--- src/cpuPkg.sv ---
`default_nettype none

package cpuPkg;

  // Datapath sizing
  localparam int dataWidth = 16;
  localparam int imemAddrWidth = 8;

  // Opcode field, instr[15:12]
  typedef enum logic [3:0] {
    ADD    = 4'b0000,
    SUB    = 4'b0001,
    RED    = 4'b0010,
    XOR    = 4'b0011,
    SLL    = 4'b0100,
    SRA    = 4'b0101,
    ROR    = 4'b0110,
    PADDSB = 4'b0111,
    LW     = 4'b1000,
    SW     = 4'b1001,
    LHB    = 4'b1010,
    LLB    = 4'b1011,
    B      = 4'b1100,
    BR     = 4'b1101,
    PCS    = 4'b1110,
    HLT    = 4'b1111
  } opcodeE;

  // Which immediate field the instruction carries
  typedef enum logic [1:0] {
    imm4 = 2'b00,
    imm8 = 2'b01,
    imm9 = 2'b10
  } immSizeE;

  // Branch condition, instr[11:9]
  typedef enum logic [2:0] {
    NE = 3'b000,
    EQ = 3'b001,
    GT = 3'b010,
    LT = 3'b011,
    GE = 3'b100,
    LE = 3'b101,
    OV = 3'b110,
    AL = 3'b111
  } condE;

  typedef struct packed {
    logic z;
    logic v;
    logic n;
  } flagsT;

  // Decoded control word
  typedef struct packed {
    logic    regDest;
    logic    readDest;
    logic    regWrite;
    logic    memRead;
    logic    memWrite;
    logic    memToReg;
    logic    aluSrc;
    opcodeE  aluOp;
    immSizeE immSize;
    logic    branch;
    logic    branchSrc;
    logic    pcSave;
    logic    halt;
    logic    setZ;
    logic    setV;
    logic    setN;
  } ctrlT;

endpackage

`default_nettype wire

--- src/instrMem.sv ---
`default_nettype none

module instrMem import cpuPkg::*; (
  input  logic                     clk,
  input  logic                     progWe,
  input  logic [imemAddrWidth-1:0] progAddr,
  input  logic [dataWidth-1:0]     progData,
  input  logic [imemAddrWidth-1:0] fetchAddr,
  output logic [dataWidth-1:0]     instr
);

  logic [dataWidth-1:0] mem [2**imemAddrWidth];

  // Program load port
  always_ff @(posedge clk) begin
    if (progWe) begin
      mem[progAddr] <= progData;
    end
  end

  // Fetch in the same cycle
  assign instr = mem[fetchAddr];

endmodule

`default_nettype wire

--- config.mk ---
export PLATFORM = sky130hd
export DESIGN_NAME = instrMem
export DESIGN_NICKNAME = d
export VERILOG_FILES = /design/src/cpuPkg.sv /design/src/instrMem.sv
export SDC_FILE = /design/constraint.sdc
export NUM_CORES = 2
export LEC_CHECK = 0
export ABC_AREA = 1
export BUFFER_PORTS_ARGS = -buffer_cell sky130_fd_sc_hd__buf_4
export CAP_MARGIN = 20
export CORE_MARGIN = 5
export CORE_UTILIZATION = 35
export CTS_CLUSTER_DIAMETER = 50
export DETAILED_ROUTE_END_ITERATION = 16
export HOLD_SLACK_MARGIN = 0.02
export PLACE_DENSITY = 0.49
export SLEW_MARGIN = 40
export SYNTH_ARGS = -nofsm -noshare
export SYNTH_HDL_FRONTEND = slang
export SYNTH_SLANG_ARGS = --single-unit
--- constraint.sdc ---
create_clock -name clk -period 3.1 [get_ports clk]
set_input_delay 0.31 -clock clk [delete_from_list [all_inputs] [get_ports clk]]
set_output_delay 0.31 -clock clk [all_outputs]
set_load 0.1 [all_outputs]
# == Word level (Yosys, flattened, before mapping) ==
# Memories as Yosys holds them, arrays and structs flattened.
# Cells that the tools add are included.
# totals
register_bits,0
ram_bits,4096
input_bits,34
out_inout_bits,16
elab_cells,3
mem_count,1
# memory_table
name,depth,word_bits,read_ports,rd_ports_with_merged_regs,wr,line,source
mem,256,16,1,0,1,instrMem.sv:12,logic [dataWidth-1:0] mem [2**imemAddrWidth];
# classes
n_mux,2
# ops
op,count
$mux 1,2

# == Longest topological paths before layout ==
# logic_depth
ltp_word,2
depth_mapped,15
ltp_nobuf,11

# == Least setup slack after synthesis ==
# Ideal clock, no wire load.
# synth_path
path_type,input-to-output
startpoint,input fetchAddr[2]
endpoint,output instr[10]
arrival_ns,2.141
required_time_ns,2.790
setup_slack_ns,0.649
path_stages,12
path_buffers,3
cell_sequence,buf_2 > inv_2 > buf_2 > clkbuf_1 > nand3_1 > nand3_1 > nand3_1 > nand3_1 > nand3_1 > nand2_1 > nand2_1 > nand2_1
# synth_via
elab_chain_len,1
# synth_lines
element,line,source
from (decl),instrMem.sv:8,"input logic [imemAddrWidth-1:0] fetchAddr,"
$mem_v2 256x16,n/a,
to (decl),instrMem.sv:9,output logic [dataWidth-1:0] instr
# Every way passes these cells.

# == Worst setup path in the final report ==
# layout_path
startpoint,input fetchAddr[2]
endpoint,output instr[12]
# The elaborated chain is that of the path after synthesis.

==> results.md <==
* Syn_nets at 13600
* Slew headroom at 37.2%
* Peak supply drop at 0.470 mV
* Seq/Total Area, Yosys at 74.4%
* Syn Inst Count at 13600
* Share of cells above drive strength 1 at 20.6%
* Lkg Pwr at 72.8 nW
* CP Launch Type: input pin
* Sw frac at 23.6%
* Area grow syn2layout at 24.3%
* Routed len/inst at 26.3 um
* DRC errors left at 0
* CP bufs+invs at 6
* Seq pwr share at 47.9%
* Max-cap violation count at 0
* Final setup margin at 10.5 ps
* First-pass GRT wire length at 795000 um
* Top cell type's share of synthesized area at 74.4%
* Worst Setup Path Type: in -> out
* GRT Util Overall at 22.1%
* Final Cycle Share at 99.7%
* Row Count at 252
* Largest Register: mem
* Minimum clock period at 3090 ps
* Vias per inst at 5.30
* Io pins at 50
* Vias in the first global route at 107000
* Worst hold path type: in -> reg
* CTS tree: done
* Register area at 0.123 mm^2
* P_sw at 0.0300 W
* Fmax at 0.324 GHz
* Antenna Nets Post-Route at 0
* P per Cell Area at 619 mW/mm^2
* DIE HEIGHT at 697 um
* Final std cells w/o fill at 21100
* Via Count at 112000
* Layout net count at 14500
* Routability cong. at 0.849
* Final Max Slew Viols at 0
* Number of iterations in the first detailed-routing pass at 6
* CTS Buf Count at 465
* Die Footprint at 0.486 mm^2
* Synth warnings at 0
* Fill count at 43000
* Logic pwr share at 8.2%
* Initial antenna violation count at 26
* Least-Margin Pin Slew at 941 ps
* Starting Density at 35.1%
* Clk buf depth at 4
* Max incr delay on CP at 290 ps
* H-Tree Depth at 5
* Root Buffer: clkbuf_16
* Clock sinks at 4096
* Max reg flops at 4096
* Final HPWL DP at 339000 um
* Distinct cells, synth at 14
* Core ar. at 0.471 mm^2
* Worst Path Required at 2790 ps
* CP Capture Type: primary output
* Slowest CP cell: buf_16
* Die Wd at 697 um
* Seq cells post-synth at 4096
* Worst-path maximum fanout at 26
* DRT Wirelength at 555000 um
* Unrepaired setup endpoints after global routing: yes
* Worst EP arrival at 2780 ps
* Number of port buffers at 49
* Area leader, netlist: edfxtp_1
* Final hold vios at 0
* Starting DRT DRC Count at 12000
* Clock power frac at 43.9%
* Status: finished clean
* Synth Area per Inst at 12.2 um^2
* CP most frequent cell: nand3_2
* Top cells by area, synth: edfxtp_1, nand3_1, nand2_1
* P_int at 0.0973 W
* Dpl ws at -1050 ps
* Critical-path cell list: buf_8 > buf_16 > buf_8 > buf_12 > buf_4 > nand3_1 > nand3_2 > nand3_2 > nand3_4 > nand3_2 > nand2_1 > nand2_2 > nand2_8 > buf_12
* Multi-input logic area at 0.0442 mm^2
* Placed insts at 20200
* Top Registers: mem x4096
* GRT Residual Overflow at 0
* Crit path max-delay family: buffers and inverters
* Post-Syn Area at 0.165 mm^2
* Final setup viols at 0
* Largest net degree at the start of global routing at 110
* Clock-pin slew on the worst setup and hold paths at 60 ps
==> layout make-up <==
cell class,instances,area share [%]
antenna,12,0.0146
clock buffer,558,5.90
clock inverter,292,1.63
inverter,39,0.110
multi-input combinational,8529,21.5
sequential,4096,59.8
tap,6223,3.79
timing repair buffer,1342,7.25
timing repair inverter,1,0.00426
==> tightest hold or removal path: stages <==
cell and delay (ps):
buf_4 100, nor2_1 60, nand2_1 70, buf_4 300, nor2_2 110
==> cells in the mapped netlist <==
master / n
buf_1: 70
buf_12: 1
edfxtp_1: 4096
buf_2: 495
buf_8: 1
nor2_1: 283
nand3_1: 4035
buf_6: 53
nand2_1: 4211
inv_2: 2
buf_4: 163
clkbuf_1: 154
inv_1: 35
inv_4: 2
==> through the flow <==
stage	area (um^2)	hold WS [ps]	util (%)	power, W	TNS [ps]
after floorplan	165000	409	-	0.0663	0
after global placement	182000	675	38.6	0.0713	-11080
after detailed placement	182000	672	38.6	0.0713	-10890
after CTS	204000	121	43.3	0.128	-436
after global routing	206000	186	43.6	0.131	-469
final	206000	198	43.7	0.127	0
==> placed cells by master, fill, tap and decap left out, types with 86 or more instances in the layout <==
master / count
nand2_1: 4111
nand3_4: 238
clkbuf_16: 473
buf_12: 299
nand3_1: 3150
nor2_1: 234
nand3_2: 647
buf_4: 932
clkbuf_1: 86
edfxtp_1: 4096
==> logic make-up (layout without fill, tap and decap cells) <==
kind of cell / Yosys count / in the layout / synth area share [%]
buffers and inverters: 976 / 2232 / 3.22
flip-flops: 4096 / 4096 / 74.4
other: 0 / 12 / 0
AND/OR/NAND/NOR: 8529 / 8529 / 22.4
==> path summary, 6_finish.rpt <==
path                      from     endpoint  slack (ps)  cells past startpoint
hold / removal     progAddr[6]  mem[50][10]         200                      5
setup / recovery  fetchAddr[2]    instr[12]          10                     14
==> repair_timing <==
action	4_1_cts	5_1_grt
buffers inserted	17	10
cloned	11	1
pin swaps	273	230
endpoints found under the hold margin	1253	0
hold buffers	16	0
gates resized for setup	1122	303
endpoints found under the setup margin	16	16
==> power by group through the flow <==
stage / Sequential, W / Combinational (W) / Clock (W)
finish: 0.0611 / 0.0104 / 0.0559
global route: 0.0610 / 0.0110 / 0.0591
CTS: 0.0611 / 0.0102 / 0.0568
detailed placement: 0.0622 / 0.00904 / 0
global placement: 0.0622 / 0.00902 / 0
floorplan: 0.0622 / 0.00401 / 0
==> routing by layer <==
layer  GRT usage, %  vias up  wire length [um]
met4           5.45        6             14600
li1               -    50500                 -
met5              0        -                34
met2           35.1     3908            257000
met1           31.9    56800            245000
met3           3.18      712             38000
No activity file was read; power rests on OpenSTA's default activity.
