**src/cpuPkg.sv**
```systemverilog
`default_nettype none

package cpuPkg;

  // Datapath sizing
  localparam int dataWidth = 16;
  localparam int imemAddrWidth = 8;

  // Opcode field, instr[15:12]
  typedef enum logic [3:0] {
    ADD    = 4'b0000,
    SUB    = 4'b0001,
    RED    = 4'b0010,
    XOR    = 4'b0011,
    SLL    = 4'b0100,
    SRA    = 4'b0101,
    ROR    = 4'b0110,
    PADDSB = 4'b0111,
    LW     = 4'b1000,
    SW     = 4'b1001,
    LHB    = 4'b1010,
    LLB    = 4'b1011,
    B      = 4'b1100,
    BR     = 4'b1101,
    PCS    = 4'b1110,
    HLT    = 4'b1111
  } opcodeE;

  // Which immediate field the instruction carries
  typedef enum logic [1:0] {
    imm4 = 2'b00,
    imm8 = 2'b01,
    imm9 = 2'b10
  } immSizeE;

  // Branch condition, instr[11:9]
  typedef enum logic [2:0] {
    NE = 3'b000,
    EQ = 3'b001,
    GT = 3'b010,
    LT = 3'b011,
    GE = 3'b100,
    LE = 3'b101,
    OV = 3'b110,
    AL = 3'b111
  } condE;

  typedef struct packed {
    logic z;
    logic v;
    logic n;
  } flagsT;

  // Decoded control word
  typedef struct packed {
    logic    regDest;
    logic    readDest;
    logic    regWrite;
    logic    memRead;
    logic    memWrite;
    logic    memToReg;
    logic    aluSrc;
    opcodeE  aluOp;
    immSizeE immSize;
    logic    branch;
    logic    branchSrc;
    logic    pcSave;
    logic    halt;
    logic    setZ;
    logic    setV;
    logic    setN;
  } ctrlT;

endpackage

`default_nettype wire

```
**src/regFile.sv**
```systemverilog
`default_nettype none

module regFile import cpuPkg::*; (
  input  logic                 clk,
  input  logic                 rstN,
  input  logic [3:0]           readAddr1,
  input  logic [3:0]           readAddr2,
  input  logic [3:0]           writeAddr,
  input  logic                 writeEn,
  input  logic [dataWidth-1:0] writeData,
  output logic [dataWidth-1:0] readData1,
  output logic [dataWidth-1:0] readData2
);

  logic [dataWidth-1:0] regs [16];

  // Register 0 never takes a write
  always_ff @(posedge clk or negedge rstN) begin
    if (!rstN) begin
      for (int i = 0; i < 16; i++) begin
        regs[i] <= '0;
      end
    end else if (writeEn && writeAddr != 4'd0) begin
      regs[writeAddr] <= writeData;
    end
  end

  // Combinational reads, old value until the edge
  assign readData1 = (readAddr1 == 4'd0) ? '0 : regs[readAddr1];
  assign readData2 = (readAddr2 == 4'd0) ? '0 : regs[readAddr2];

endmodule

`default_nettype wire

```
**config.mk**
```make
export PLATFORM = sky130hd
export DESIGN_NAME = regFile
export DESIGN_NICKNAME = d
export VERILOG_FILES = /design/src/cpuPkg.sv /design/src/regFile.sv
export SDC_FILE = /design/constraint.sdc
export NUM_CORES = 1
export LEC_CHECK = 0
export BUFFER_PORTS_ARGS = -buffer_cell sky130_fd_sc_hd__buf_2
export CAP_MARGIN = 5
export CORE_MARGIN = 4
export CORE_UTILIZATION = 52
export DETAILED_ROUTE_END_ITERATION = 6
export HOLD_SLACK_MARGIN = 0.08
export PLACE_DENSITY_LB_ADDON = 0.25
export SLEW_MARGIN = 30
export SYNTH_ARGS = -nofsm -noshare
export SYNTH_HDL_FRONTEND = slang
export SYNTH_SLANG_ARGS = --single-unit
```
**constraint.sdc**
```tcl
create_clock -name clk -period 4.7 [get_ports clk]
set_input_delay 0.47 -clock clk [delete_from_list [all_inputs] [get_ports clk]]
set_output_delay 0.47 -clock clk [all_outputs]
set_load 0.05 [all_outputs]
```
* Word level (Yosys, flattened, before mapping)
Cells that the tools add are included.
Word-level totals: bits of input ports 31, output and inout port bits 32, flip-flop bits (word level) 256
Cells by class: order comparisons 4, reduce and logical (&&, ||, !) cells 5, muxes and demuxes 11, bitwise operators 3
Operator list (count):
- bitwise mux 256 bit | 1
- binary-select mux 16 bit (select 4 bit) | 2
- two-way mux 16 bit | 7
- demux 16 bit (select 4 bit) | 1
- greater-or-equal comparator 5 bit (second input constant) | 3
- inverter 4 -> 5 bit | 3
- zero test 4 bit | 2
- less-than comparator 5 x 1 -> 1 bit (second input constant) | 1
- nonzero test 4 bit | 1
- logical AND 1 bit | 2

* Logic depth before layout (Yosys ltp)
word-level depth 6, depth in mapped cells 7, depth with buffers taken out 4

* Worst setup path before layout
OpenSTA, ideal clock, no wires.
path kind in2out, start input port readAddr1[3], end output port readData1[14], buffers on the path 3, stages 5, arrival time 2.449 ns, path slack 1.781 ns, cells stage by stage buf_4 > buf_2 > buf_2 > mux4_2 > o21ai_0
On the way: word-level cells in the longest chain between the ends 5, elaborated cells on any way between the ends 6, classes of those cells mux (4); bitwise (1); reduce/logical (1)
Ends and longest elaborated chain:
- start: declaration | RTL line regFile.sv:6 | input logic [3:0] readAddr1,
- inverter 4 -> 5 bit (not written as such) | RTL line regFile.sv:29 | assign readData1 = (readAddr1 == 4'd0) ? '0 : regs[readAddr1];
- binary-select mux 16 bit (select 4 bit) | RTL line regFile.sv:29
- two-way mux 16 bit (not written as such) (2 in series) | RTL line regFile.sv:29
- two-way mux 16 bit (*) | RTL line regFile.sv:29
- end: declaration | RTL line regFile.sv:11 | output logic [dataWidth-1:0] readData1,
Mark *: on every way between the ends. The rest lies on a longest branch, timed or not. The select of a mux whose other input is x is not followed.

* Worst setup path after layout
start input port readAddr2[3], end output port readData2[8]
On the way: word-level cells in the longest chain between the ends 5, elaborated cells on any way between the ends 6, classes of those cells mux (4); bitwise (1); reduce/logical (1)
Ends and longest elaborated chain:
- start: declaration | RTL line regFile.sv:7 | input logic [3:0] readAddr2,
- inverter 4 -> 5 bit (not written as such) | RTL line regFile.sv:30 | assign readData2 = (readAddr2 == 4'd0) ? '0 : regs[readAddr2];
- binary-select mux 16 bit (select 4 bit) | RTL line regFile.sv:30
- two-way mux 16 bit (not written as such) (2 in series) | RTL line regFile.sv:30
- two-way mux 16 bit (*) | RTL line regFile.sv:30
- end: declaration | RTL line regFile.sv:12 | output logic [dataWidth-1:0] readData2
Marked as above.

==> results.md <==
* Clock-pin slew on the worst setup and hold paths at 0.06 ns
* Core area at 0.0245 sq mm
* Largest net degree at the start of global routing at 119
* Cell mode on critical path: buf_2
* Longest Clk Path Bufs at 3
* Outcome: finished, final reports clean
* CTS hold repair buffers at 1
* Setup CP Type: in2out
* Leakage power at 0.00627 uW
* Final Power at 6730 uW
* Synth Net Count at 950
* Post-route DRC at 0
* Routed Antenna Nets at 0
* Cell Chain, Critical Path: buf_2 -> nand2b_1 -> o22ai_1 -> a2111oi_0 -> a21oi_1 -> buf_2
* Row Count at 57
* Root Driver: clkbuf_16
* Fillers at 1911
* Critical path fanouts, max at 18
* Share of cells above drive strength 1 at 48.3%
* Hold Violations, Final at 0
* Die H at 166 um
* Post-Route Setup TNS at 0 ns
* DR WL met2 at 16600 um
* Final Max Slew Viols at 0
* H-tree depth at 1
* Cell at the slowest stage of the critical path: nand2b_1
* Slew @ Worst Pin at 0.932 ns
* Seq cells post-synth at 241
* Via count at 8329
* First-pass GRT wire length at 53300 um
* WP data required at 4.23 ns
* Initial core utilization at 53.1%
* Slew HR at 37.8%
* GR Overflow Total at 0
* Final setup viols at 0
* ANT cells at 0
* Yosys warnings at 0
* Wire per inst at 26.7 um
* Worst hold path type: in2reg
* Power per standard cell area at 465 mW/mm^2
* Vias per cell at 6.42
* DR top layer: met5
* Crit end category: output pin
* Post-route clock period utilization at 69.9%
* Final hold slack at 0.334 ns
* Cell taking the most area after synthesis: dfrtp_1
* Synth top area share at 46.4%
* Worst skew pair latency at 0.54 ns
* Startpoint Class: primary input
* Post-synthesis cell type count at 34
* Crit path arrival time at 2.81 ns
* CTS tree: done
* Peak supply drop at 0.270 mV
* Post-CTS Setup Bufs at 0
* Initial antenna violation count at 3
* Met3 wire length at 2190 um
* Max reg flops at 241
* Met1 wire length at 14900 um
* Clk_skew at 0 ns
* Fmax at 304 MHz
* Top post-synthesis cells by area: dfrtp_1 (46%), mux2_2 (22%), mux4_2 (12%), mux2i_1 (8.2%), a21oi_1 (1.8%)
* Total Nets Final at 984
* Routability cong. at 0.802
* Drt first pass iters at 5
* Top flop regs: regs: 241 flops
* Post-synthesis sequential area ratio at 46.4%
* Max-cap violations at 0
* Top Ports at 63
* Post-DP HPWL at 21500 um
* Die extent in x at 166 um
* Cells after synthesis at 919
* Sink Count at 241
* Synthesized area at 0.0130 sq mm
* DRT iter0 DRCs at 651
* Biggest register: regs
* Synth-to-Final Area Change at 11.4%
* Routed Wire Length at 34700 um
* Post-route minimum period at 3.28 ns
* Non-filler cells, final at 1298
* Vias in the first global route at 8472
* Post-Syn Area per Cell at 14.1 sq um
* Placed Instances at 1246
* Post_cts resized at 0
* GRT Total Usage at 24.9%
* # port buffers at 62
* Number of buffers created by CTS at 27
* Die area at 0.0276 sq mm
* Slowest stage delay, CP at 0.70 ns
* Unrepaired setup endpoints after global routing: false
==> power by group <==
part           total, uW  internal (uW)  leakage [uW]  switching (uW)
Clock               2190           1330      0.000454             859
Combinational       1610            853       0.00286             754
Sequential          2930           2560       0.00296             369
Total               6730           4750       0.00627            1980
==> critical path: cells and delay by family <==
family | cells | cell delay [ns]
AO/OA/AOI/OAI | 3 | 0.92
buffers and inverters | 2 | 0.70
AND/OR/NAND/NOR | 1 | 0.70
==> worst paths after layout <==
check,from,endpoint,slack (ns),depth (start not counted)
setup / recovery,readAddr2[3],readData2[8],1.42,6
hold / removal,writeData[14],regs[174],0.33,3
setup reg to reg,regs[133],regs[133],3.89,1
hold reg to reg,regs[254],regs[254],0.38,0
max in group asynchronous,rstN,regs[28],3.50,3
min in group asynchronous,rstN,regs[207],0.40,2
==> Yosys cell counts <==
master / n
nand2_1: 5
nor2_2: 9
buf_2: 40
nand3_1: 2
or3_1: 3
o22ai_1: 14
clkbuf_1: 32
nand3b_1: 2
nor3b_1: 2
a21oi_1: 47
inv_1: 1
a221o_1: 15
o21ai_0: 3
nand2b_1: 5
mux2_4: 4
nand3b_2: 1
o31ai_1: 1
buf_8: 1
a2111oi_0: 14
dfrtp_1: 241
a211oi_1: 2
buf_1: 1
mux2i_1: 107
mux2_2: 251
and3_1: 1
mux4_2: 67
a22oi_1: 16
nor2_1: 15
buf_6: 6
buf_4: 6
nor2b_1: 2
and2_1: 1
buf_12: 1
a31oi_1: 1
==> metrics by stage <==
step	utilization (%)	setup slack (ns)	area (sq um)
floorplan	-	1.78	13000
global placement	55.1	1.43	13500
detailed placement	55.2	1.34	13500
CTS	59.1	1.34	14400
global route	59.2	1.31	14500
finish	59.2	1.42	14500
==> logic make-up (layout without fill, tap and decap cells) <==
kind of cell / Yosys count / in the layout / synth area share [%]
compound gates: 113 / 113 / 5.85
buf+inv: 88 / 143 / 3.66
simple gates: 48 / 48 / 1.98
mux: 429 / 429 / 42.1
flops: 241 / 241 / 46.4
==> final cells by class <==
cell class                 instances  area, sq um  share of cell area [%]
clock inverter                    10          138                   0.951
multi-input combinational        590         6500                    44.9
inverter                           1         3.75                  0.0259
sequential                       241         6030                    41.7
tap                              324          405                    2.80
timing repair buffer              92          598                    4.13
clock buffer                      40          795                    5.49
==> placed cells by master, fill, tap and decap left out, types with 2 or more instances in the layout <==
master / count
mux2_2: 251
dfrtp_1: 241
mux2i_1: 107
mux4_2: 67
buf_2: 59
a21oi_1: 47
buf_4: 28
clkbuf_16: 27
a22oi_1: 16
a221o_1: 15
nor2_1: 15
o22ai_1: 14
a2111oi_0: 14
nor2_2: 8
clkbuf_8: 7
clkbuf_1: 6
nand2_1: 5
nand2b_1: 5
mux2_4: 4
o21ai_0: 3
clkinv_2: 3
bufinv_16: 3
nor2b_1: 2
nand3_1: 2
a211oi_1: 2
nand3b_1: 2
or3_1: 2
inv_6: 2
clkinvlp_4: 2
buf_12: 2
==> metal layers <==
layer	vias to the layer above	track usage, %
met5	-	0
met4	4	6.46
met3	65	4.33
met2	260	40.0
met1	4404	35.6
li1	3596	-
Note: power is estimated with default switching activity, not from simulation.
