$ cat src/cpuPkg.sv
`default_nettype none

package cpuPkg;

  // Datapath sizing
  localparam int dataWidth = 16;
  localparam int imemAddrWidth = 8;

  // Opcode field, instr[15:12]
  typedef enum logic [3:0] {
    ADD    = 4'b0000,
    SUB    = 4'b0001,
    RED    = 4'b0010,
    XOR    = 4'b0011,
    SLL    = 4'b0100,
    SRA    = 4'b0101,
    ROR    = 4'b0110,
    PADDSB = 4'b0111,
    LW     = 4'b1000,
    SW     = 4'b1001,
    LHB    = 4'b1010,
    LLB    = 4'b1011,
    B      = 4'b1100,
    BR     = 4'b1101,
    PCS    = 4'b1110,
    HLT    = 4'b1111
  } opcodeE;

  // Which immediate field the instruction carries
  typedef enum logic [1:0] {
    imm4 = 2'b00,
    imm8 = 2'b01,
    imm9 = 2'b10
  } immSizeE;

  // Branch condition, instr[11:9]
  typedef enum logic [2:0] {
    NE = 3'b000,
    EQ = 3'b001,
    GT = 3'b010,
    LT = 3'b011,
    GE = 3'b100,
    LE = 3'b101,
    OV = 3'b110,
    AL = 3'b111
  } condE;

  typedef struct packed {
    logic z;
    logic v;
    logic n;
  } flagsT;

  // Decoded control word
  typedef struct packed {
    logic    regDest;
    logic    readDest;
    logic    regWrite;
    logic    memRead;
    logic    memWrite;
    logic    memToReg;
    logic    aluSrc;
    opcodeE  aluOp;
    immSizeE immSize;
    logic    branch;
    logic    branchSrc;
    logic    pcSave;
    logic    halt;
    logic    setZ;
    logic    setV;
    logic    setN;
  } ctrlT;

endpackage

`default_nettype wire

$ cat src/pcUnit.sv
`default_nettype none

module pcUnit import cpuPkg::*; (
  input  logic                 clk,
  input  logic                 rstN,
  input  logic                 advance,
  input  ctrlT                 ctrl,
  input  condE                 cond,
  input  logic [8:0]           imm9,
  input  logic [dataWidth-1:0] regTarget,
  input  flagsT                flagsIn,
  output logic [dataWidth-1:0] pc,
  output logic [dataWidth-1:0] pcPlus2,
  output logic                 halted
);

  flagsT                flags;
  logic                 condMet;
  logic                 taken;
  logic [dataWidth-1:0] target;

  // Condition tested on flags from earlier instructions
  always_comb begin
    case (cond)
      NE: condMet = !flags.z;
      EQ: condMet = flags.z;
      GT: condMet = !flags.z && !flags.n;
      LT: condMet = flags.n;
      GE: condMet = flags.z || !flags.n;
      LE: condMet = flags.n || flags.z;
      OV: condMet = flags.v;
      default: condMet = 1'b1;
    endcase
  end

  assign pcPlus2 = pc + 16'd2;
  // B offset counts words from PC+2
  assign target = ctrl.branchSrc ? regTarget : pcPlus2 + {{6{imm9[8]}}, imm9, 1'b0};
  assign taken = ctrl.branch && condMet;

  always_ff @(posedge clk or negedge rstN) begin
    if (!rstN) begin
      pc <= '0;
      flags <= '0;
      halted <= 1'b0;
    end else if (advance && !halted) begin
      if (ctrl.halt) begin
        // PC stays on the HLT
        halted <= 1'b1;
      end else begin
        pc <= taken ? target : pcPlus2;
      end
      if (ctrl.setZ) flags.z <= flagsIn.z;
      if (ctrl.setV) flags.v <= flagsIn.v;
      if (ctrl.setN) flags.n <= flagsIn.n;
    end
  end

  // Catches a BR to an odd register value
  assert property (@(posedge clk) disable iff (!rstN) !pc[0])
    else $error("pcUnit: odd pc %h", pc);

endmodule

`default_nettype wire

$ cat config.mk
export PLATFORM = sky130hd
export DESIGN_NAME = pcUnit
export DESIGN_NICKNAME = d
export VERILOG_FILES = /design/src/cpuPkg.sv /design/src/pcUnit.sv
export SDC_FILE = /design/constraint.sdc
export NUM_CORES = 1
export LEC_CHECK = 0
export ABC_AREA = 1
export BUFFER_PORTS_ARGS = -buffer_cell sky130_fd_sc_hd__buf_2
export CAP_MARGIN = 20
export CORE_MARGIN = 5
export CORE_UTILIZATION = 50
export CTS_CLUSTER_DIAMETER = 200
export DETAILED_ROUTE_END_ITERATION = 7
export GPL_ROUTABILITY_DRIVEN = 0
export PLACE_DENSITY = 0.81
export SETUP_SLACK_MARGIN = 0.4
export SLEW_MARGIN = 40
export SYNTH_ARGS = -nofsm -noshare
export SYNTH_HDL_FRONTEND = slang
export SYNTH_SLANG_ARGS = --single-unit
$ cat constraint.sdc
create_clock -name clk -period 3.2 [get_ports clk]
set_input_delay 0.16 -clock clk [delete_from_list [all_inputs] [get_ports clk]]
set_output_delay 0.16 -clock clk [all_outputs]
set_load 0.03 [all_outputs]
Word-level counts from Yosys, hierarchy flattened
Index checks and enable logic that the tools add are counted.
{"block": "word_totals", "inputBits": 54, "wordCells": 31, "ff_bits": 20, "out_inout_bits": 33}
{"block": "classes", "addsub": 2, "eq_ne": 6, "n_bitwise": 1, "reduce_logical": 14, "mux": 3}
{"cell": "$mux 16", "count": 2}
{"cell": "$add 16x16->16", "count": 1}
{"cell": "$add 16x2->16 const B", "count": 1}
{"cell": "$reduce_and 2->1", "count": 5}
{"cell": "$eq 3x3->1 const B", "count": 3}
{"cell": "$pmux 1 s7", "count": 1}
{"cell": "$eq 3x2->1 const B", "count": 2}
{"cell": "$eq 3x1->1 const B", "count": 1}
{"cell": "$logic_and 1x1->1", "count": 3}
{"cell": "$logic_not 1->1", "count": 3}
{"cell": "$logic_not 3->1", "count": 1}
{"cell": "$logic_or 1x1->1", "count": 2}
{"cell": "$not 1->1", "count": 1}

Longest topological paths before layout
{"block": "logic_depth", "ltp_word": 5, "mapped_depth": 18, "mapped_depth_nobuf": 18}

Worst setup path after synthesis
Ideal clock, no wire load.
{"block": "synth_path", "path_type": "register -> register", "startpoint": "register pc[1]", "endpoint": "register pc[15]", "slack_ns": 0.214, "n_path_buf": 0, "required_ns": 3.078, "path_stages_with_launch": 17, "setup_ns": 0.122, "arrival_time_ns": 2.864, "synth_period_minus_slack_ns": 2.986, "path_cell_list": "dfrtp_1 > ha_1 > nand3_2 > nor3_2 > nand3_1 > xor2_1 > ha_1 > nand2_1 > a21oi_1 > nor2_1 > nand2_1 > nor2_1 > inv_1 > nand2_1 > nand3_1 > nand2_1 > a21oi_2"}
{"block": "synth_between", "elab_chain_len": 4}
{"element": "start: declaration", "line": "pcUnit.sv:12", "source": "output logic [dataWidth-1:0] pc,"}
{"element": "start signal: assignment", "line": "pcUnit.sv:51", "source": "pc <= taken ? target : pcPlus2;"}
{"element": "$add 16x2->16", "line": "pcUnit.sv:36", "source": "assign pcPlus2 = pc + 16'd2;"}
{"element": "named net pcPlus2[13]", "line": "pcUnit.sv:13", "source": "output logic [dataWidth-1:0] pcPlus2,"}
{"element": "$add 16x16->16", "line": "pcUnit.sv:38", "source": "assign target = ctrl.branchSrc ? regTarget : pcPlus2 + {{6{imm9[8]}}, imm9, 1'b0};"}
{"element": "$mux 16", "line": "pcUnit.sv:38"}
{"element": "$mux 16", "line": "pcUnit.sv:51"}
The timed path passes the listed nets, and every way through them passes these cells.
A chain may end at the register's enable or synchronous reset.

Worst setup path after layout
{"block": "layout_path", "startpoint": "register pc[2]", "endpoint": "register pc[15]"}
{"block": "layout_between", "elab_chain_len": 4}
{"element": "$add 16x2->16 *", "line": "pcUnit.sv:36"}
{"element": "$add 16x16->16", "line": "pcUnit.sv:38"}
{"element": "$mux 16", "line": "pcUnit.sv:38"}
{"element": "$mux 16 *", "line": "pcUnit.sv:51"}
Mark *: on every way between the ends. The rest lies on a longest branch, timed or not.

==> impl_metrics.toml <==
[status]
outcome = "finished clean"

[power_and_ir_drop]
sw_frac_of_total_pct = 53.1
p_leak_nw = 1.61
p_switching_mw = 0.945
p_per_area_nw_per_um2 = 604
peakVddDrop_mv = 0.386
p_seq_share_pct = 21.8
p_int_mw = 0.835
p_clk_share_pct = 11.2
combPwrFrac_pct = 67.0

[synth]
synth_top_area_cell = "dfrtp_1"
synth_area_leaders = "dfrtp_1 21%, nand2_1 15%, ha_1 9.6%"
synth_nets = 434
synth_cells = 361
syn_area_sq_um = 2350
ys_ff_latch = 20
synth_top_area_share_pct = 21.3
postSynthAreaPerCell_sq_um = 6.51
ys_seq_area_share_pct = 21.3
ys_types = 39
ys_warn_count = 0

[global_route]
grt_pass1_vias = 2430
grt_max_degree = 25
groute.usage.overall_pct = 21.7
gr-total-overflow = 0
grt_pass1_wl_um = 10800
antenna_found_initial = 0

[clocking]
clk_pin_slew_ns = 0.08
cts_root_buf = "clkbuf_8"
cts.htree.levels = 1
clk_latency_ns = 0.26
tritoncts = "built"
cts_buffers = 3
cts.sinks = 20
cts_max_path_buffers = 2

[cells_and_area]
mostFrequentLayoutCells = "95 x nand2_1, 72 x buf_2, 45 x inv_1"
final_cells = 491
num_antenna_cells = 0
utilization_pct = 63.7
drive_gt1_share_pct = 28.1
final_area_sq_um = 2950
synthToLayoutAreaGrowth_pct = 25.5
final_nets = 511
fillCellCount = 429
layout_commonest_cell = "nand2_1"

[floorplanning]
ios = 87
dieArea_sq_um = 6170
coreArea_sq_um = 4630
die_y_um = 78.6
rows = 25
start_util_pct = 50.8
die_x_um = 78.6

[timing]
fin_setup_tns_ns = 0
rsz0062_at_grt = "no"
slew_headroom_pct = 58.9
fin_crit_ns = 2.63
tightest_slew_ns = 0.615
timing.fmax_mhz = 380
fin_ws_ns = 0.568
setup-violations-final = 0
clock_skew_ns = 0.00196
fin_crit_sh_pct = 82.2
hold_viol = 0
slew_violations = 0

[routing]
totalWireLength_um = 6690
drt_iter0_markers = 167
viasPerCell = 5.25
vias = 2578
antenna_left = 0
remaining_drc_errors = 0
wl_per_cell_um = 13.6
dr.pass1.iters = 4

[placed_design]
placed_area_sq_um = 2760
port_buffers = 72
pre_cts_ws_ns = 0.516
dp.cells = 479
dp_hpwl_um = 5320

[worst_setup_path]
criticalPathCategory = "reg -> reg"
startpoint_type = "flip-flop"
path_max_fanout = 4
rrSetupSlack_ns = 0.57
crit_path_end_kind = "flip-flop"
arrival_ns = 2.83
cp.required_ns = 3.40

[run]
cap_violations = 0

[min_path]
hp-class = "in -> reg"
## metrics by stage
step                      total power [mW]  hold WS, ns
after detailed placement              1.51        0.146
after global routing                  1.94        0.127
after global placement                1.48        0.137
after floorplan                       1.22       -0.136
after CTS                             1.71        0.118
final                                 1.78        0.121
## layout make-up
cell class              count  area [sq um]  area share (%)
clock buffers               4          55.1            1.87
inverters                  50           188            6.37
flip-flops and latches     20           503            17.1
well taps                  54          67.6            2.29
repair buffers             81           430            14.6
multi-input cells         282          1700            57.8
## repair_timing
| action | CTS | global route |
|---|---|---|
| setup endpoints to repair | 0 | 4 |
| setup buffers | 0 | 7 |
| endpoints found under the hold margin | 20 | 0 |
| gates resized for setup | 0 | 14 |
| hold buffers | 1 | 0 |
## registers in the layout, indices dropped and copies added (netlist names)
| signal | flops |
|---|---|
| pc | 16 |
| halted | 1 |
| flags | 3 |
## worst paths after layout
check | startpoint | end | cells past startpoint
worst max-delay path | pc[2] | pc[15] | 16
worst min-delay path | flagsIn[2] | flags[2] | 2
worst max register to register | pc[2] | pc[15] | 16
worst min register to register | halted | halted | 1
max in group asynchronous | rstN | pc[7] | 2
min in group asynchronous | rstN | halted | 2
## critical path: stages, from the launching register on
cell     delay [ns]
dfrtp_1        0.45
ha_4           0.19
nand3_4        0.12
nor3_4         0.26
nand3_4        0.13
xor2_4         0.22
ha_1           0.32
nand2_1        0.07
nor2_1         0.13
nand2_1        0.07
a21oi_1        0.17
nor2_2         0.07
inv_1          0.06
nand2_1        0.05
nand3_1        0.06
nand2_1        0.07
a21oi_2        0.11
## metal layers
layer	global-route usage [%]	vias to the layer above	share of wire, %
met3	3.56	16	5.4
met4	6.29	0	2.2
met1	28.4	1184	43
li1	-	1300	-
met2	36.6	78	49
met5	0	-	0
## cell families after synthesis
family | Yosys count | synth area share, %
mux | 3 | 1.44
xor+xnor | 18 | 7.03
simple gates | 188 | 35.5
buf+inv | 59 | 10.2
flops | 20 | 21.3
fa+ha+maj | 19 | 10.4
compound gates | 54 | 14.1
## Yosys cell counts, drive strengths merged
cell     number
mux2          3
clkbuf        3
nand2        97
and2          2
o21bai        2
dfrtp        20
inv          49
nand3        25
clkinv        1
fa            1
a21boi        6
xnor2         2
buf           6
nor3          4
a211oi        2
or2           5
xor2         16
a2bb2oi       1
nand4         7
o21ai        14
o211ai        1
a21oi        21
nor2         48
ha           18
a21o          5
o22ai         2
## power groups by stage
stage / clock network [mW] / registers [mW] / logic [mW]
CTS: 0.204 / 0.381 / 1.13
finish: 0.198 / 0.388 / 1.19
detailed placement: 0 / 0.385 / 1.12
global route: 0.213 / 0.397 / 1.33
floorplan: 0 / 0.467 / 0.756
global placement: 0 / 0.382 / 1.10
No activity file was read; power rests on OpenSTA's default activity.
