## src/cpuPkg.sv

```systemverilog
`default_nettype none

package cpuPkg;

  // Datapath sizing
  localparam int dataWidth = 16;
  localparam int imemAddrWidth = 8;

  // Opcode field, instr[15:12]
  typedef enum logic [3:0] {
    ADD    = 4'b0000,
    SUB    = 4'b0001,
    RED    = 4'b0010,
    XOR    = 4'b0011,
    SLL    = 4'b0100,
    SRA    = 4'b0101,
    ROR    = 4'b0110,
    PADDSB = 4'b0111,
    LW     = 4'b1000,
    SW     = 4'b1001,
    LHB    = 4'b1010,
    LLB    = 4'b1011,
    B      = 4'b1100,
    BR     = 4'b1101,
    PCS    = 4'b1110,
    HLT    = 4'b1111
  } opcodeE;

  // Which immediate field the instruction carries
  typedef enum logic [1:0] {
    imm4 = 2'b00,
    imm8 = 2'b01,
    imm9 = 2'b10
  } immSizeE;

  // Branch condition, instr[11:9]
  typedef enum logic [2:0] {
    NE = 3'b000,
    EQ = 3'b001,
    GT = 3'b010,
    LT = 3'b011,
    GE = 3'b100,
    LE = 3'b101,
    OV = 3'b110,
    AL = 3'b111
  } condE;

  typedef struct packed {
    logic z;
    logic v;
    logic n;
  } flagsT;

  // Decoded control word
  typedef struct packed {
    logic    regDest;
    logic    readDest;
    logic    regWrite;
    logic    memRead;
    logic    memWrite;
    logic    memToReg;
    logic    aluSrc;
    opcodeE  aluOp;
    immSizeE immSize;
    logic    branch;
    logic    branchSrc;
    logic    pcSave;
    logic    halt;
    logic    setZ;
    logic    setV;
    logic    setN;
  } ctrlT;

endpackage

`default_nettype wire

```

## src/memBusIf.sv

```systemverilog
`default_nettype none

// Data-memory request between the core and the load/store unit
interface memBusIf import cpuPkg::*; ();
  logic                 valid;
  logic                 ready;
  logic                 write;
  logic [dataWidth-1:0] addr;
  logic [dataWidth-1:0] wdata;
  logic [dataWidth-1:0] rdata;
  logic                 done;

  // Core side issues, unit side answers
  modport core (output valid, write, addr, wdata, input ready, rdata, done);
  modport lsu (input valid, write, addr, wdata, output ready, rdata, done);

endinterface

`default_nettype wire

```

## src/loadStore.sv

```systemverilog
`default_nettype none

module loadStore import cpuPkg::*; (
  input  logic                 clk,
  input  logic                 rstN,
  memBusIf.lsu                 bus,
  output logic                 memValid,
  output logic                 memWrite,
  output logic [dataWidth-1:0] memAddr,
  output logic [dataWidth-1:0] memWdata,
  input  logic                 memReady,
  input  logic [dataWidth-1:0] memRdata
);

  logic                 doneQ;
  logic [dataWidth-1:0] rdataQ;

  // Idle and past the done cycle in which the core still shows the finished op
  assign bus.ready = !memValid && !doneQ;
  assign bus.done = doneQ;
  assign bus.rdata = rdataQ;

  always_ff @(posedge clk or negedge rstN) begin
    if (!rstN) begin
      memValid <= 1'b0;
      doneQ <= 1'b0;
    end else begin
      doneQ <= memValid && memReady;
      if (bus.valid && bus.ready) begin
        memValid <= 1'b1;
      end else if (memReady) begin
        memValid <= 1'b0;
      end
    end
  end

  // Request payload and load data
  always_ff @(posedge clk) begin
    if (bus.valid && bus.ready) begin
      memWrite <= bus.write;
      memAddr <= bus.addr;
      memWdata <= bus.wdata;
    end
    if (memValid && memReady) begin
      rdataQ <= memRdata;
    end
  end

  // While a request is held the core keeps presenting the same access
  assert property (@(posedge clk) disable iff (!rstN)
    memValid |-> bus.valid && bus.write == memWrite && bus.addr == memAddr
      && bus.wdata == memWdata)
    else $error("loadStore: core request changed while held");

endmodule

`default_nettype wire

```

## src/flat_wrapper.sv

```systemverilog
// flat-port wrapper written by rule: the top's interface ports become plain ports
module loadStore_flat import cpuPkg::*;
  (clk, rstN, memValid, memWrite, memAddr, memWdata, memReady, memRdata, bus_valid, bus_write, bus_addr, bus_wdata, bus_ready, bus_rdata, bus_done);
  memBusIf bus_i ();
  input  logic clk;
  input  logic rstN;
  output logic memValid;
  output logic memWrite;
  output logic [dataWidth-1:0] memAddr;
  output logic [dataWidth-1:0] memWdata;
  input  logic memReady;
  input  logic [dataWidth-1:0] memRdata;
  input wire logic [$bits(bus_i.valid)-1:0] bus_valid;
  input wire logic [$bits(bus_i.write)-1:0] bus_write;
  input wire logic [$bits(bus_i.addr)-1:0] bus_addr;
  input wire logic [$bits(bus_i.wdata)-1:0] bus_wdata;
  output wire logic [$bits(bus_i.ready)-1:0] bus_ready;
  output wire logic [$bits(bus_i.rdata)-1:0] bus_rdata;
  output wire logic [$bits(bus_i.done)-1:0] bus_done;
  assign bus_i.valid = bus_valid;
  assign bus_i.write = bus_write;
  assign bus_i.addr = bus_addr;
  assign bus_i.wdata = bus_wdata;
  assign bus_ready = bus_i.ready;
  assign bus_rdata = bus_i.rdata;
  assign bus_done = bus_i.done;
  loadStore u_core (.clk(clk), .rstN(rstN), .bus(bus_i), .memValid(memValid), .memWrite(memWrite), .memAddr(memAddr), .memWdata(memWdata), .memReady(memReady), .memRdata(memRdata));
endmodule
```

## config.mk

```make
export PLATFORM = sky130hd
export DESIGN_NAME = loadStore_flat
export DESIGN_NICKNAME = d
export VERILOG_FILES = /design/src/cpuPkg.sv /design/src/memBusIf.sv /design/src/loadStore.sv /design/src/flat_wrapper.sv
export SDC_FILE = /design/constraint.sdc
export NUM_CORES = 1
export LEC_CHECK = 0
export BUFFER_PORTS_ARGS = -buffer_cell sky130_fd_sc_hd__buf_2
export CAP_MARGIN = 10
export CORE_UTILIZATION = 43
export DETAILED_ROUTE_END_ITERATION = 16
export HOLD_SLACK_MARGIN = 0.05
export PLACE_DENSITY = 0.82
export SLEW_MARGIN = 20
export SYNTH_ARGS = -nofsm -noshare
export SYNTH_HDL_FRONTEND = slang
export SYNTH_SLANG_ARGS = --single-unit
```

## constraint.sdc

```tcl
create_clock -name clk -period 4.8 [get_ports clk]
set_input_delay 1.2 -clock clk [delete_from_list [all_inputs] [get_ports clk]]
set_output_delay 1.2 -clock clk [all_outputs]
set_load 0.02 [all_outputs]
```

# After elaboration in Yosys (flattened, before gate mapping)
# Cells that the tools add are included.
word_totals:
  regBits: 51
  in_bits: 53
  output_inout_bits: 52
  elab_cells: 14
classes:
  mux: 2
  n_reduce_logical: 6
op_table:
  columns: ["operator", "n"]
  rows:
  - ["$logic_and 1x1->1", 3]
  - ["$logic_not 1->1", 2]
  - ["$mux 1", 2]
  - ["$reduce_bool 2->1", 1]

# Depth between registers and ports, before layout
logic_depth:
  ltp_word: 4
  mapped_depth: 2
  depth_no_buf: 2

# Worst setup path after synthesis
# No wires, ideal clock.
synth_path:
  kind: "input port to flip-flop"
  start: "input bus_valid"
  end: "register u_core.memAddr[0] (enable)"
  setup_time_ps: 419
  arrival_ps: 2556
  slack_ps: 1825
  stages: 1
  cell_sequence: "nor3b_2"
synth_via:
  elab_chain_len: 1
synth_rtl:
  columns: ["element", "line", "rtl"]
  rows:
  - ["from (decl)", "flat_wrapper.sv:13", "input wire logic [$bits(bus_i.valid)-1:0] bus_valid;"]
  - ["$logic_and 1x1->1", "loadStore.sv:39", "if (bus.valid && bus.ready) begin"]
  - ["to (signal assigned)", "loadStore.sv:41", "memAddr <= bus.addr;"]
  - ["to (decl)", "loadStore.sv:9", "output logic [dataWidth-1:0] memAddr,"]
# No other way between the ends.
# A chain may end at the register's enable or synchronous reset.

# Final worst setup path
layout_path:
  start: "register u_core.memValid"
  end: "output bus_ready"
layout_via:
  elab_chain_len: 2
layout_rtl:
  columns: ["element", "line", "rtl"]
  rows:
  - ["from (decl)", "loadStore.sv:7", "output logic memValid,"]
  - ["from (signal assigned)", "loadStore.sv:25", "memValid <= 1'b0;"]
  - ["from (signal assigned)", "loadStore.sv:30", "memValid <= 1'b1;"]
  - ["from (signal assigned)", "loadStore.sv:32", "memValid <= 1'b0;"]
  - ["$logic_not 1->1", "loadStore.sv:19", "assign bus.ready = !memValid && !doneQ;"]
  - ["$logic_and 1x1->1", "loadStore.sv:19", null]
  - ["to (decl)", "flat_wrapper.sv:17", "output wire logic [$bits(bus_i.ready)-1:0] bus_ready;"]
# No other way between the ends.

==> impl_metrics.csv <==
group,metric,value,unit
clock_network,clockRootBuffer,"clkbuf_4",
die,ios,105,
sta,tightest_slew,398,ps
routing,wire_per_inst,12.7,µm
routing,drt-initial-drc-count,52,
clock_network,cts_resized,0,
global_routing,gr-total-overflow,0,
sta,clock-skew-final,7.41,ps
sta,fmax,0.437,GHz
clock_network,cts.hold.buffers_added,0,
sta,period_share,47.7,%
global_routing,grt.total_usage,15.8,%
die,dieArea,3860,µm²
synth,yosysSeqAreaShare,97.7,%
clock_network,postCtsSetupRepairBufs,0,
critical_path,critPathMaxFanout,5,
clock_network,numCtsBuffers,5,
synth,ys_ff_latch,51,
die,core_area,3390,µm²
sta,fin_setup_tns,0,ps
placed_design,place_congestion,0.740,
synth,synthCells,56,
die,start_util,45.9,%
sta,min_period,2290,ps
placed_design,io_buffers,104,
final_layout,antenna_cells,0,
synth,syn_avg_cell_area,27.8,µm²
final_layout,final_area,2210,µm²
final_layout,final_cell_mix,"buf_2 (104), edfxtp_1 (49), clkbuf_4 (5)",
critical_path,worst_ep_arrival_time,1090,ps
routing,top_layer,"met4",
die,num_rows,21,
routing,dr_wl_met3,298,µm
routing,antenna_left,0,
sta,slew_headroom,73.5,%
final_layout,fillers,251,
run_status,status,"finished, final reports clean",
synth,syn_nets,109,
synth,synth_area,1560,µm²
routing,wirelength,2740,µm
sta,slew_viol_final,0,
final_layout,layout_commonest_cell,"buf_2",
routing,wl_met2,1330,µm
global_routing,grt_pass1_wl,4460,µm
pwr,total_power,0.872,mW
pwr,p_leak,0.952,nW
die,die-width,62.2,µm
worst_hold_path,hold_class,"input port to asynchronous set/reset pin",
final_layout,area_growth,41.7,%
clock_network,cts_tree,"yes",
pwr,powerDensity,395,nW/µm²
final_layout,final_core_utilization,65.1,%
final_layout,fin_nets,221,
die,die_y,62.2,µm
clock_network,clkLatencyLatePin,350,ps
routing,drcViolationCount,0,
critical_path,path_class,"register to output pin",
sta,setup_viol,0,
global_routing,grt_antenna_before_repair,0,
critical_path,cp_data_required_time,3600,ps
clock_network,clockBufferDepth,2,
clock_network,path_clk_slew,130,ps
critical_path,startpoint_type,"register",
routing,met1_length,1080,µm
critical_path,cp-end-kind,"output pin",
placed_design,placed_area,2150,µm²
pwr,ir_worst_vdd,0.196,mV
global_routing,grt_pass1_vias,943,
run,cap_violations,0,
synth,synth_cell_types,7,
sta,finalHoldViolations,0,
routing,vias,936,
synth,ys_warn_count,0,
clock_network,h-tree-depth,2,
sta,rsz0062_at_grt,"false",
final_layout,drive_above_1_share,67.5,%
global_routing,grt_max_degree,35,
routing,vias_per_cell,4.35,
clock_network,cts_sinks,51,
routing,first_pass_iters,4,
==> per-stage QoR <==
stage	hold slack [ps]	setup WS, ps	instances
after global routing	564	2410	215
after global placement	575	2640	207
after CTS	584	2480	215
final	606	2510	215
after floorplan	660	1820	56
after detailed placement	594	2600	207
==> layer usage <==
metal  track usage [%]  up-vias
met1              18.3      412
met3              6.25        5
li1                  -      448
met5                 0        -
met2              26.8       71
met4              5.23        0
==> Yosys cell counts, drive strengths merged <==
master  number  area share (%)
nor3b        1            0.80
dfrtp        2             3.2
inv          1            0.24
and2         1            0.48
a21o         1            0.48
nor2         1            0.24
edfxtp      49              95
==> worst paths after layout <==
kind                                                  start  cells after the start                           end  slack [ps]
min in group clk                u_core.memValid$_DFFE_PN0P_                      1   u_core.memValid$_DFFE_PN0P_         620
worst max-delay path            u_core.memValid$_DFFE_PN0P_                      2                     bus_ready        2510
worst max register to register  u_core.memValid$_DFFE_PN0P_                      2  u_core.memAddr[10]$_DFFE_PP_        3420
max in group asynchronous                              rstN                      1     u_core.bus.done$_DFF_PN0_        4100
worst min register to register  u_core.memValid$_DFFE_PN0P_                      1   u_core.memValid$_DFFE_PN0P_         620
worst min-delay path                                   rstN                      1   u_core.memValid$_DFFE_PN0P_         610
==> cell type report <==
class,instances,area (µm²),area share [%]
Tap cell,46,57.6,2.61
Multi-Input combinational cell,4,37.5,1.70
Inverter,1,3.75,0.170
Timing Repair Buffer,105,528,23.9
Sequential cell,51,1520,69.0
Clock buffer,5,37.5,1.70
Clock inverter,3,20.0,0.908
==> where the power goes <==
group | switching, mW | internal (mW) | total [mW]
logic | 0.0921 | 0.0464 | 0.139
clock network | 0.125 | 0.0564 | 0.182
registers | 0.0122 | 0.539 | 0.551
==> state kept, by name (all words and copies together) (netlist names) <==
name,count
u_core.bus.done,1
u_core.memWrite,1
u_core.memWdata,16
u_core.bus.rdata,16
u_core.memValid,1
u_core.memAddr,16
==> worst max-delay path: stages (launching register included) <==
cell     delay [ps]
dfrtp_1         460
nor2_1          120
buf_2           170
==> cells by family after synthesis <==
group,after synthesis,synth area share [%]
flops,51,97.7
simple gates,3,1.53
compound gates,1,0.482
buf+inv,1,0.241
(Power assumes the default switching activity.)
