File: src/cpuPkg.sv
`default_nettype none

package cpuPkg;

  // Datapath sizing
  localparam int dataWidth = 16;
  localparam int imemAddrWidth = 8;

  // Opcode field, instr[15:12]
  typedef enum logic [3:0] {
    ADD    = 4'b0000,
    SUB    = 4'b0001,
    RED    = 4'b0010,
    XOR    = 4'b0011,
    SLL    = 4'b0100,
    SRA    = 4'b0101,
    ROR    = 4'b0110,
    PADDSB = 4'b0111,
    LW     = 4'b1000,
    SW     = 4'b1001,
    LHB    = 4'b1010,
    LLB    = 4'b1011,
    B      = 4'b1100,
    BR     = 4'b1101,
    PCS    = 4'b1110,
    HLT    = 4'b1111
  } opcodeE;

  // Which immediate field the instruction carries
  typedef enum logic [1:0] {
    imm4 = 2'b00,
    imm8 = 2'b01,
    imm9 = 2'b10
  } immSizeE;

  // Branch condition, instr[11:9]
  typedef enum logic [2:0] {
    NE = 3'b000,
    EQ = 3'b001,
    GT = 3'b010,
    LT = 3'b011,
    GE = 3'b100,
    LE = 3'b101,
    OV = 3'b110,
    AL = 3'b111
  } condE;

  typedef struct packed {
    logic z;
    logic v;
    logic n;
  } flagsT;

  // Decoded control word
  typedef struct packed {
    logic    regDest;
    logic    readDest;
    logic    regWrite;
    logic    memRead;
    logic    memWrite;
    logic    memToReg;
    logic    aluSrc;
    opcodeE  aluOp;
    immSizeE immSize;
    logic    branch;
    logic    branchSrc;
    logic    pcSave;
    logic    halt;
    logic    setZ;
    logic    setV;
    logic    setN;
  } ctrlT;

endpackage

`default_nettype wire

File: src/alu.sv
`default_nettype none

module alu import cpuPkg::*; (
  input  opcodeE               aluOp,
  input  logic [dataWidth-1:0] a,
  input  logic [dataWidth-1:0] b,
  input  logic [7:0]           imm8,
  output logic [dataWidth-1:0] result,
  output flagsT                flagsOut
);

  // Signed nibble add clamped to -8..7
  function automatic logic [3:0] satAdd4(input logic [3:0] x, input logic [3:0] y);
    logic [3:0] s;
    s = x + y;
    if (x[3] == y[3] && s[3] != x[3]) begin
      satAdd4 = x[3] ? 4'h8 : 4'h7;
    end else begin
      satAdd4 = s;
    end
  endfunction

  logic [dataWidth-1:0] sum;
  logic [dataWidth-1:0] diff;
  logic                 addOvf;
  logic                 subOvf;
  logic signed [9:0]    redSum;
  logic [3:0]           shamt;
  logic [2*dataWidth-1:0] rotWord;
  logic                 vFlag;

  assign sum = a + b;
  assign diff = a - b;
  // Overflow when result sign disagrees with operand signs
  assign addOvf = (a[15] == b[15]) && (sum[15] != a[15]);
  assign subOvf = (a[15] != b[15]) && (diff[15] != a[15]);

  // Four signed bytes, worst case fits in 10 bits
  assign redSum = $signed({{2{a[15]}}, a[15:8]}) + $signed({{2{a[7]}}, a[7:0]})
                + $signed({{2{b[15]}}, b[15:8]}) + $signed({{2{b[7]}}, b[7:0]});

  assign shamt = b[3:0];
  assign rotWord = {a, a} >> shamt;

  always_comb begin
    vFlag = 1'b0;
    case (aluOp)
      ADD: begin
        result = addOvf ? (a[15] ? 16'h8000 : 16'h7fff) : sum;
        vFlag = addOvf;
      end
      SUB: begin
        result = subOvf ? (a[15] ? 16'h8000 : 16'h7fff) : diff;
        vFlag = subOvf;
      end
      RED: result = {{6{redSum[9]}}, redSum};
      XOR: result = a ^ b;
      SLL: result = a << shamt;
      SRA: result = $signed(a) >>> shamt;
      ROR: result = rotWord[dataWidth-1:0];
      PADDSB: begin
        result = {satAdd4(a[15:12], b[15:12]), satAdd4(a[11:8], b[11:8]),
                  satAdd4(a[7:4], b[7:4]), satAdd4(a[3:0], b[3:0])};
      end
      // Address generation
      LW, SW: result = sum;
      LHB: result = {imm8, a[7:0]};
      LLB: result = {a[15:8], imm8};
      default: result = a;
    endcase
  end

  assign flagsOut.z = (result == '0);
  assign flagsOut.v = vFlag;
  assign flagsOut.n = result[15];

endmodule

`default_nettype wire

File: config.mk
export PLATFORM = sky130hd
export DESIGN_NAME = alu
export DESIGN_NICKNAME = d
export VERILOG_FILES = /design/src/cpuPkg.sv /design/src/alu.sv
export SDC_FILE = /design/constraint.sdc
export NUM_CORES = 1
export LEC_CHECK = 0
export ABC_AREA = 1
export BUFFER_PORTS_ARGS = -buffer_cell sky130_fd_sc_hd__buf_2
export CAP_MARGIN = 25
export CELL_PAD_IN_SITES_DETAIL_PLACEMENT = 2
export CELL_PAD_IN_SITES_GLOBAL_PLACEMENT = 2
export CORE_AREA = 2 2 146 148
export DETAILED_ROUTE_END_ITERATION = 10
export DIE_AREA = 0 0 148 150
export GPL_TIMING_DRIVEN = 0
export PLACE_DENSITY_LB_ADDON = 0.1
export RECOVER_POWER = 25
export SLEW_MARGIN = 20
export SYNTH_ARGS = -nofsm -noshare
export SYNTH_HDL_FRONTEND = slang
export SYNTH_SLANG_ARGS = --single-unit
File: constraint.sdc
create_clock -name vclk -period 4.3
set_clock_uncertainty 0.15 [all_clocks]
set_input_delay 0 -clock vclk [all_inputs]
set_output_delay 0 -clock vclk [all_outputs]
set_load 0.01 [all_outputs]
; Word level (Yosys, flattened, before mapping)
; Cells that the tools add are included.
[word_totals]
mem_bits_rw = 0
mem_bits_ro = 0
latch_bits = 0
word_cells = 57
register_bits = 0
mem_count = 0
output_inout_bits = 19
[op_classes]
shift = 3
multipliers = 0
mux = 13
bitwise_logic = 1
magnitude_cmp = 0
addsub = 9
n_div = 0
n_eq_ne = 22
reduce_logical = 9
[op_table]
columns = operator, n
row1 = $pmux W16 S11, 1
row2 = $mux W16, 3
row3 = $mux W4, 8
row4 = $shr A32 B4 Y16, 1
row5 = $add A16 B16 Y16, 1
row6 = $add A4 B4 Y4, 4
row7 = $eq A4 B3 Y1 const B, 4
row8 = $eq A4 B4 Y1 const B, 4
row9 = $logic_not A16 Y1, 1
row10 = $shl A16 B4 Y16, 1
row11 = $sshr A16 B4 Y16, 1
row12 = $sub A16 B16 Y16, 1
row13 = $xor A16 B16 Y16, 1
row14 = $add A10 B8 Y10, 1
row15 = $add A9 B8 Y10, 1
row16 = $add A8 B8 Y9, 1
row17 = $eq A4 B2 Y1 const B, 2
row18 = $ne A1 B1 Y1, 7
row19 = $logic_and A1 B1 Y1, 6
row20 = $eq A1 B1 Y1, 4
row21 = $eq A4 B1 Y1 const B, 1
row22 = $logic_not A4 Y1, 1
row23 = $pmux W1 S2, 1
row24 = $reduce_or A2 Y1, 1

; Depth between registers and ports, before layout
[depth]
ltp_word = 6
ltp_mapped = 30
ltp_nobuf = 27

; Worst setup path before layout
; OpenSTA, ideal clock, no wires.
[synth_path]
kind = input-to-output
start = in b[3]
end = out flagsOut[2] (netlist bit)
t_arrival_ps = 3408
setup_slack_ps = 742
t_required_ps = 4150
cell_stages = 29
cell_sequence = clkbuf_1 -> inv_2 -> clkbuf_1 -> ha_1 -> buf_2 -> nand2_1 -> nor2_1 -> nand2_1 -> nand3_1 -> nand2_1 -> nand2_1 -> nand2_1 -> nand2_1 -> a21oi_1 -> fa_1 -> or2_2 -> nand2_1 -> nand2_1 -> buf_2 -> nand3_1 -> nand2_1 -> nand2_1 -> a21oi_1 -> nand2_1 -> nor2_1 -> nand2_1 -> nor2_1 -> nand2_1 -> nor2_2
[synth_rtl]
columns = element, line
row1 = start: declaration, alu.sv:6  ; input logic [dataWidth-1:0] b,
row2 = end: declaration, alu.sv:9  ; output flagsT flagsOut

==> impl_summary.log <==
INFO  metric outcome = finished clean
INFO  metric post_synth.cell_area_avg = 4.94 um2
INFO  metric design.core.area = 20700 um2
INFO  metric synthTopCellsByCount = sky130_fd_sc_hd__nand2_1 (487), sky130_fd_sc_hd__nand3_1 (212), sky130_fd_sc_hd__inv_1 (167)
INFO  metric antenna_violating_nets_post_route = 0
INFO  metric synth_area_leaders = sky130_fd_sc_hd__nand2_1 (29%), sky130_fd_sc_hd__nand3_1 (17%), sky130_fd_sc_hd__inv_1 (10%), sky130_fd_sc_hd__ha_1 (8.0%), sky130_fd_sc_hd__fa_1 (7.4%)
INFO  metric grt_pass1_vias = 9277
INFO  metric post-place-cells = 1604
INFO  metric place_hpwl = 31900 um
INFO  metric share_comb_of_total_power = 100.0%
INFO  metric wl = 37300 um
INFO  metric period_needed = 4.18 ns
INFO  metric finalHoldViolations = 0
INFO  metric crit_path_most_repeated_cell = sky130_fd_sc_hd__nand2_1
INFO  metric post_synth_inst_count = 1266
INFO  metric num-fill-cells = 2885
INFO  metric grt_overflow = 0
INFO  metric routed_via_count_divided_by_cell_count = 5.44
INFO  metric synth_cell_type_count = 43
INFO  metric timing.hold.worst.start = a[14]
INFO  metric grt_max_degree = 21
INFO  metric required_worst_endpoint = 4.15 ns
INFO  metric maxCapViolations = 0
INFO  metric n_sequential_cell = 0
INFO  metric timing.final.max_slew_violations = 0
INFO  metric p_seq_share = 0%
INFO  metric post-place-ws = -1.27 ns
INFO  metric die_x = 148 um
INFO  metric ctsHoldBuffers = 0
INFO  metric endpoint_kind = output port
INFO  metric power_frac_clock = 0%
INFO  metric post-route-util = 34.8%
INFO  metric area_growth_from_synthesis_to_layout = 15.3%
INFO  metric critical_path_arrival = 4.03 ns
INFO  metric drt_drc_violations_left = 0
INFO  metric antenna_cells = 0
INFO  metric routed-via-count = 8755
INFO  metric yosys.area.top_type = sky130_fd_sc_hd__nand2_1
INFO  metric power_density = 175 nW/um2
INFO  metric synth-seq-area-share = 0%
INFO  metric post-route-cell-area = 7210 um2
INFO  metric multi_input_area = 5440 um2
INFO  metric cellInternalPower = 0.398 mW
INFO  metric final-instance-count-excl-fill = 1610
INFO  metric area_enclosed_by_the_die_boundary = 22200 um2
INFO  metric initialDrtViolationCount = 431
INFO  metric power.net_switching = 0.862 mW
INFO  metric drive_gt1_share = 13.3%
INFO  metric grt_first_pass_wirelength = 54900 um
INFO  metric critical_path_peak_fanout = 10
INFO  metric floorplan.rows = 53
INFO  metric placedInstanceArea = 6910 um2
INFO  metric yosysWarningCount = 0
INFO  metric leakage = 4.16 nW
INFO  metric final.clkbuf_count = 0
INFO  metric synth_area = 6250 um2
INFO  metric io-pin-count = 63
INFO  metric critical-path-max-stage-delay = 0.48 ns
INFO  metric setup_viol_count_final = 0
INFO  metric synth.most_common_cell = sky130_fd_sc_hd__nand2_1
INFO  metric grt_use_total = 32.9%
INFO  metric dieHeight = 150 um
INFO  metric cp-start-kind = input pin
INFO  metric min_period_over_period = 97.3%
INFO  metric maxSlewHeadroom = 40.8%
INFO  metric p_total = 1.26 mW
INFO  metric whs_endpoint = result[14]
INFO  metric timing_worst_setup_path_type = input pin to output port
INFO  metric vdd_ir_drop_max = 91.4 uV
INFO  metric final_nets = 1444
INFO  metric detail_route.wl_per_cell = 23.2 um
INFO  metric fmax = 0.239 GHz
INFO  metric finalWeightedCongestion = 0.983
INFO  metric post-synth-top-area-fraction = 29.2%
INFO  metric timing_worst_slew_pin_value = 0.885 ns
INFO  metric hold_depth = 4
INFO  metric register_area = 0 um2
INFO  metric grt_antenna_before_repair = 0
INFO  metric dr.pass1.iters = 5
INFO  metric p_sw_share = 68.4%
INFO  metric port_buffers = 63
INFO  metric postLayoutSetupSlackWorst = 0.118 ns
INFO  metric crit_path_top_delay_cell = sky130_fd_sc_hd__fa_1
INFO  metric postSynthNetCount = 1373
INFO  metric worstHoldPathType = input pin to output port
INFO  metric start_util = 30.2%
power by group through the flow:
stage	Clock, mW	Combinational (mW)	Sequential [mW]
floorplan	0	0.758	0
global placement	0	1.14	0
detailed placement	0	1.18	0
CTS	0	1.21	0
global route	0	1.39	0
finish	0	1.26	0
worst max path at each step:
stage | from | end | slack, ns | depth (start not counted)
final | b[4] | flagsOut[2] | 0.12 | 29
after global routing | b[4] | flagsOut[2] | -0.03 | 29
after CTS | b[1] | flagsOut[2] | 0.01 | 31
after detailed placement | b[3] | flagsOut[2] | -1.27 | 31
after global placement | b[3] | flagsOut[2] | -1.25 | 31
after floorplan | b[3] | flagsOut[2] | 0.74 | 29
worst max-delay path: cells and delay by family:
kind                     cells  cell delay [ns]
AND/OR/NAND/NOR             19             1.93
buffers and inverters        6             0.94
AO/OA/AOI/OAI                2             0.37
adder cells (fa/ha/maj)      2             0.76
metal layers:
layer / global-route usage [%] / vias to the layer above / routed length [um]
met5: 0 / - / 0
li1: - / 4131 / -
met2: 59.7 / 242 / 18300
met3: 2.20 / 104 / 1520
met1: 39.3 / 4278 / 15300
met4: 16.1 / 0 / 2190
layout by cell type, fill, tap and decap left out, types with 3 or more instances in the layout:
cell type | netlist | final
sky130_fd_sc_hd__nand2_1 | 487 | 478
sky130_fd_sc_hd__nand3_1 | 212 | 208
sky130_fd_sc_hd__inv_1 | 167 | 165
sky130_fd_sc_hd__nor2_1 | 113 | 105
sky130_fd_sc_hd__buf_2 | 14 | 65
sky130_fd_sc_hd__a21oi_1 | 42 | 39
sky130_fd_sc_hd__ha_1 | 40 | 37
sky130_fd_sc_hd__o21ai_0 | 34 | 33
sky130_fd_sc_hd__fa_1 | 23 | 23
sky130_fd_sc_hd__buf_4 | 6 | 18
sky130_fd_sc_hd__nand4_1 | 18 | 18
sky130_fd_sc_hd__inv_2 | 16 | 15
sky130_fd_sc_hd__nand2_2 | 7 | 15
sky130_fd_sc_hd__buf_6 | 8 | 11
sky130_fd_sc_hd__nor2_2 | 5 | 11
sky130_fd_sc_hd__clkbuf_1 | 12 | 8
sky130_fd_sc_hd__buf_1 | 6 | 6
sky130_fd_sc_hd__a21oi_2 | 3 | 5
sky130_fd_sc_hd__nor3_1 | 5 | 5
sky130_fd_sc_hd__nand3_2 | 1 | 4
sky130_fd_sc_hd__xnor2_1 | 4 | 4
sky130_fd_sc_hd__nand2_4 | 3 | 4
sky130_fd_sc_hd__xor2_1 | 4 | 4
sky130_fd_sc_hd__nand3b_1 | 4 | 4
sky130_fd_sc_hd__o21ai_1 | 5 | 4
sky130_fd_sc_hd__nor2_4 | 1 | 3
sky130_fd_sc_hd__and2_1 | 3 | 3
sky130_fd_sc_hd__o22ai_1 | 3 | 3
sky130_fd_sc_hd__o211ai_1 | 3 | 3
sky130_fd_sc_hd__clkbuf_4 | 0 | 3
timing repair:
| action | 4_1_cts | 5_1_grt |
|---|---|---|
| setup buffers | 0 | 8 |
| endpoints found under the setup margin | 19 | 1 |
| resized for setup | 30 | 43 |
| pin swaps | 0 | 13 |
| cloned | 0 | 1 |
| hold endpoints to repair | 0 | 0 |
area by class of cell:
cell class	instances	area share [%]
buffer	43	4.20
inverter	184	9.96
multi-input combinational	1036	75.4
tap	275	4.77
timing repair buffer	71	5.50
timing repair inverter	1	0.121
kinds of logic after synthesis:
group | synth area share [%]
AND/OR/NAND/NOR | 59.2
buffers and inverters | 15.5
AO/OA/AOI/OAI | 8.79
adder cells (fa/ha/maj) | 15.4
XOR/XNOR | 1.12
through the flow:
stage / TNS, ns / hold slack (ns)
2_1_floorplan: 0 / -0.00400
3_3_place_gp: -14.52 / 0.363
3_5_place_dp: -15.51 / 0.373
4_1_cts: 0 / 0.374
5_1_grt: -0.0301 / 0.400
6_report: 0 / 0.380
Power figures use the tool's default switching activity.
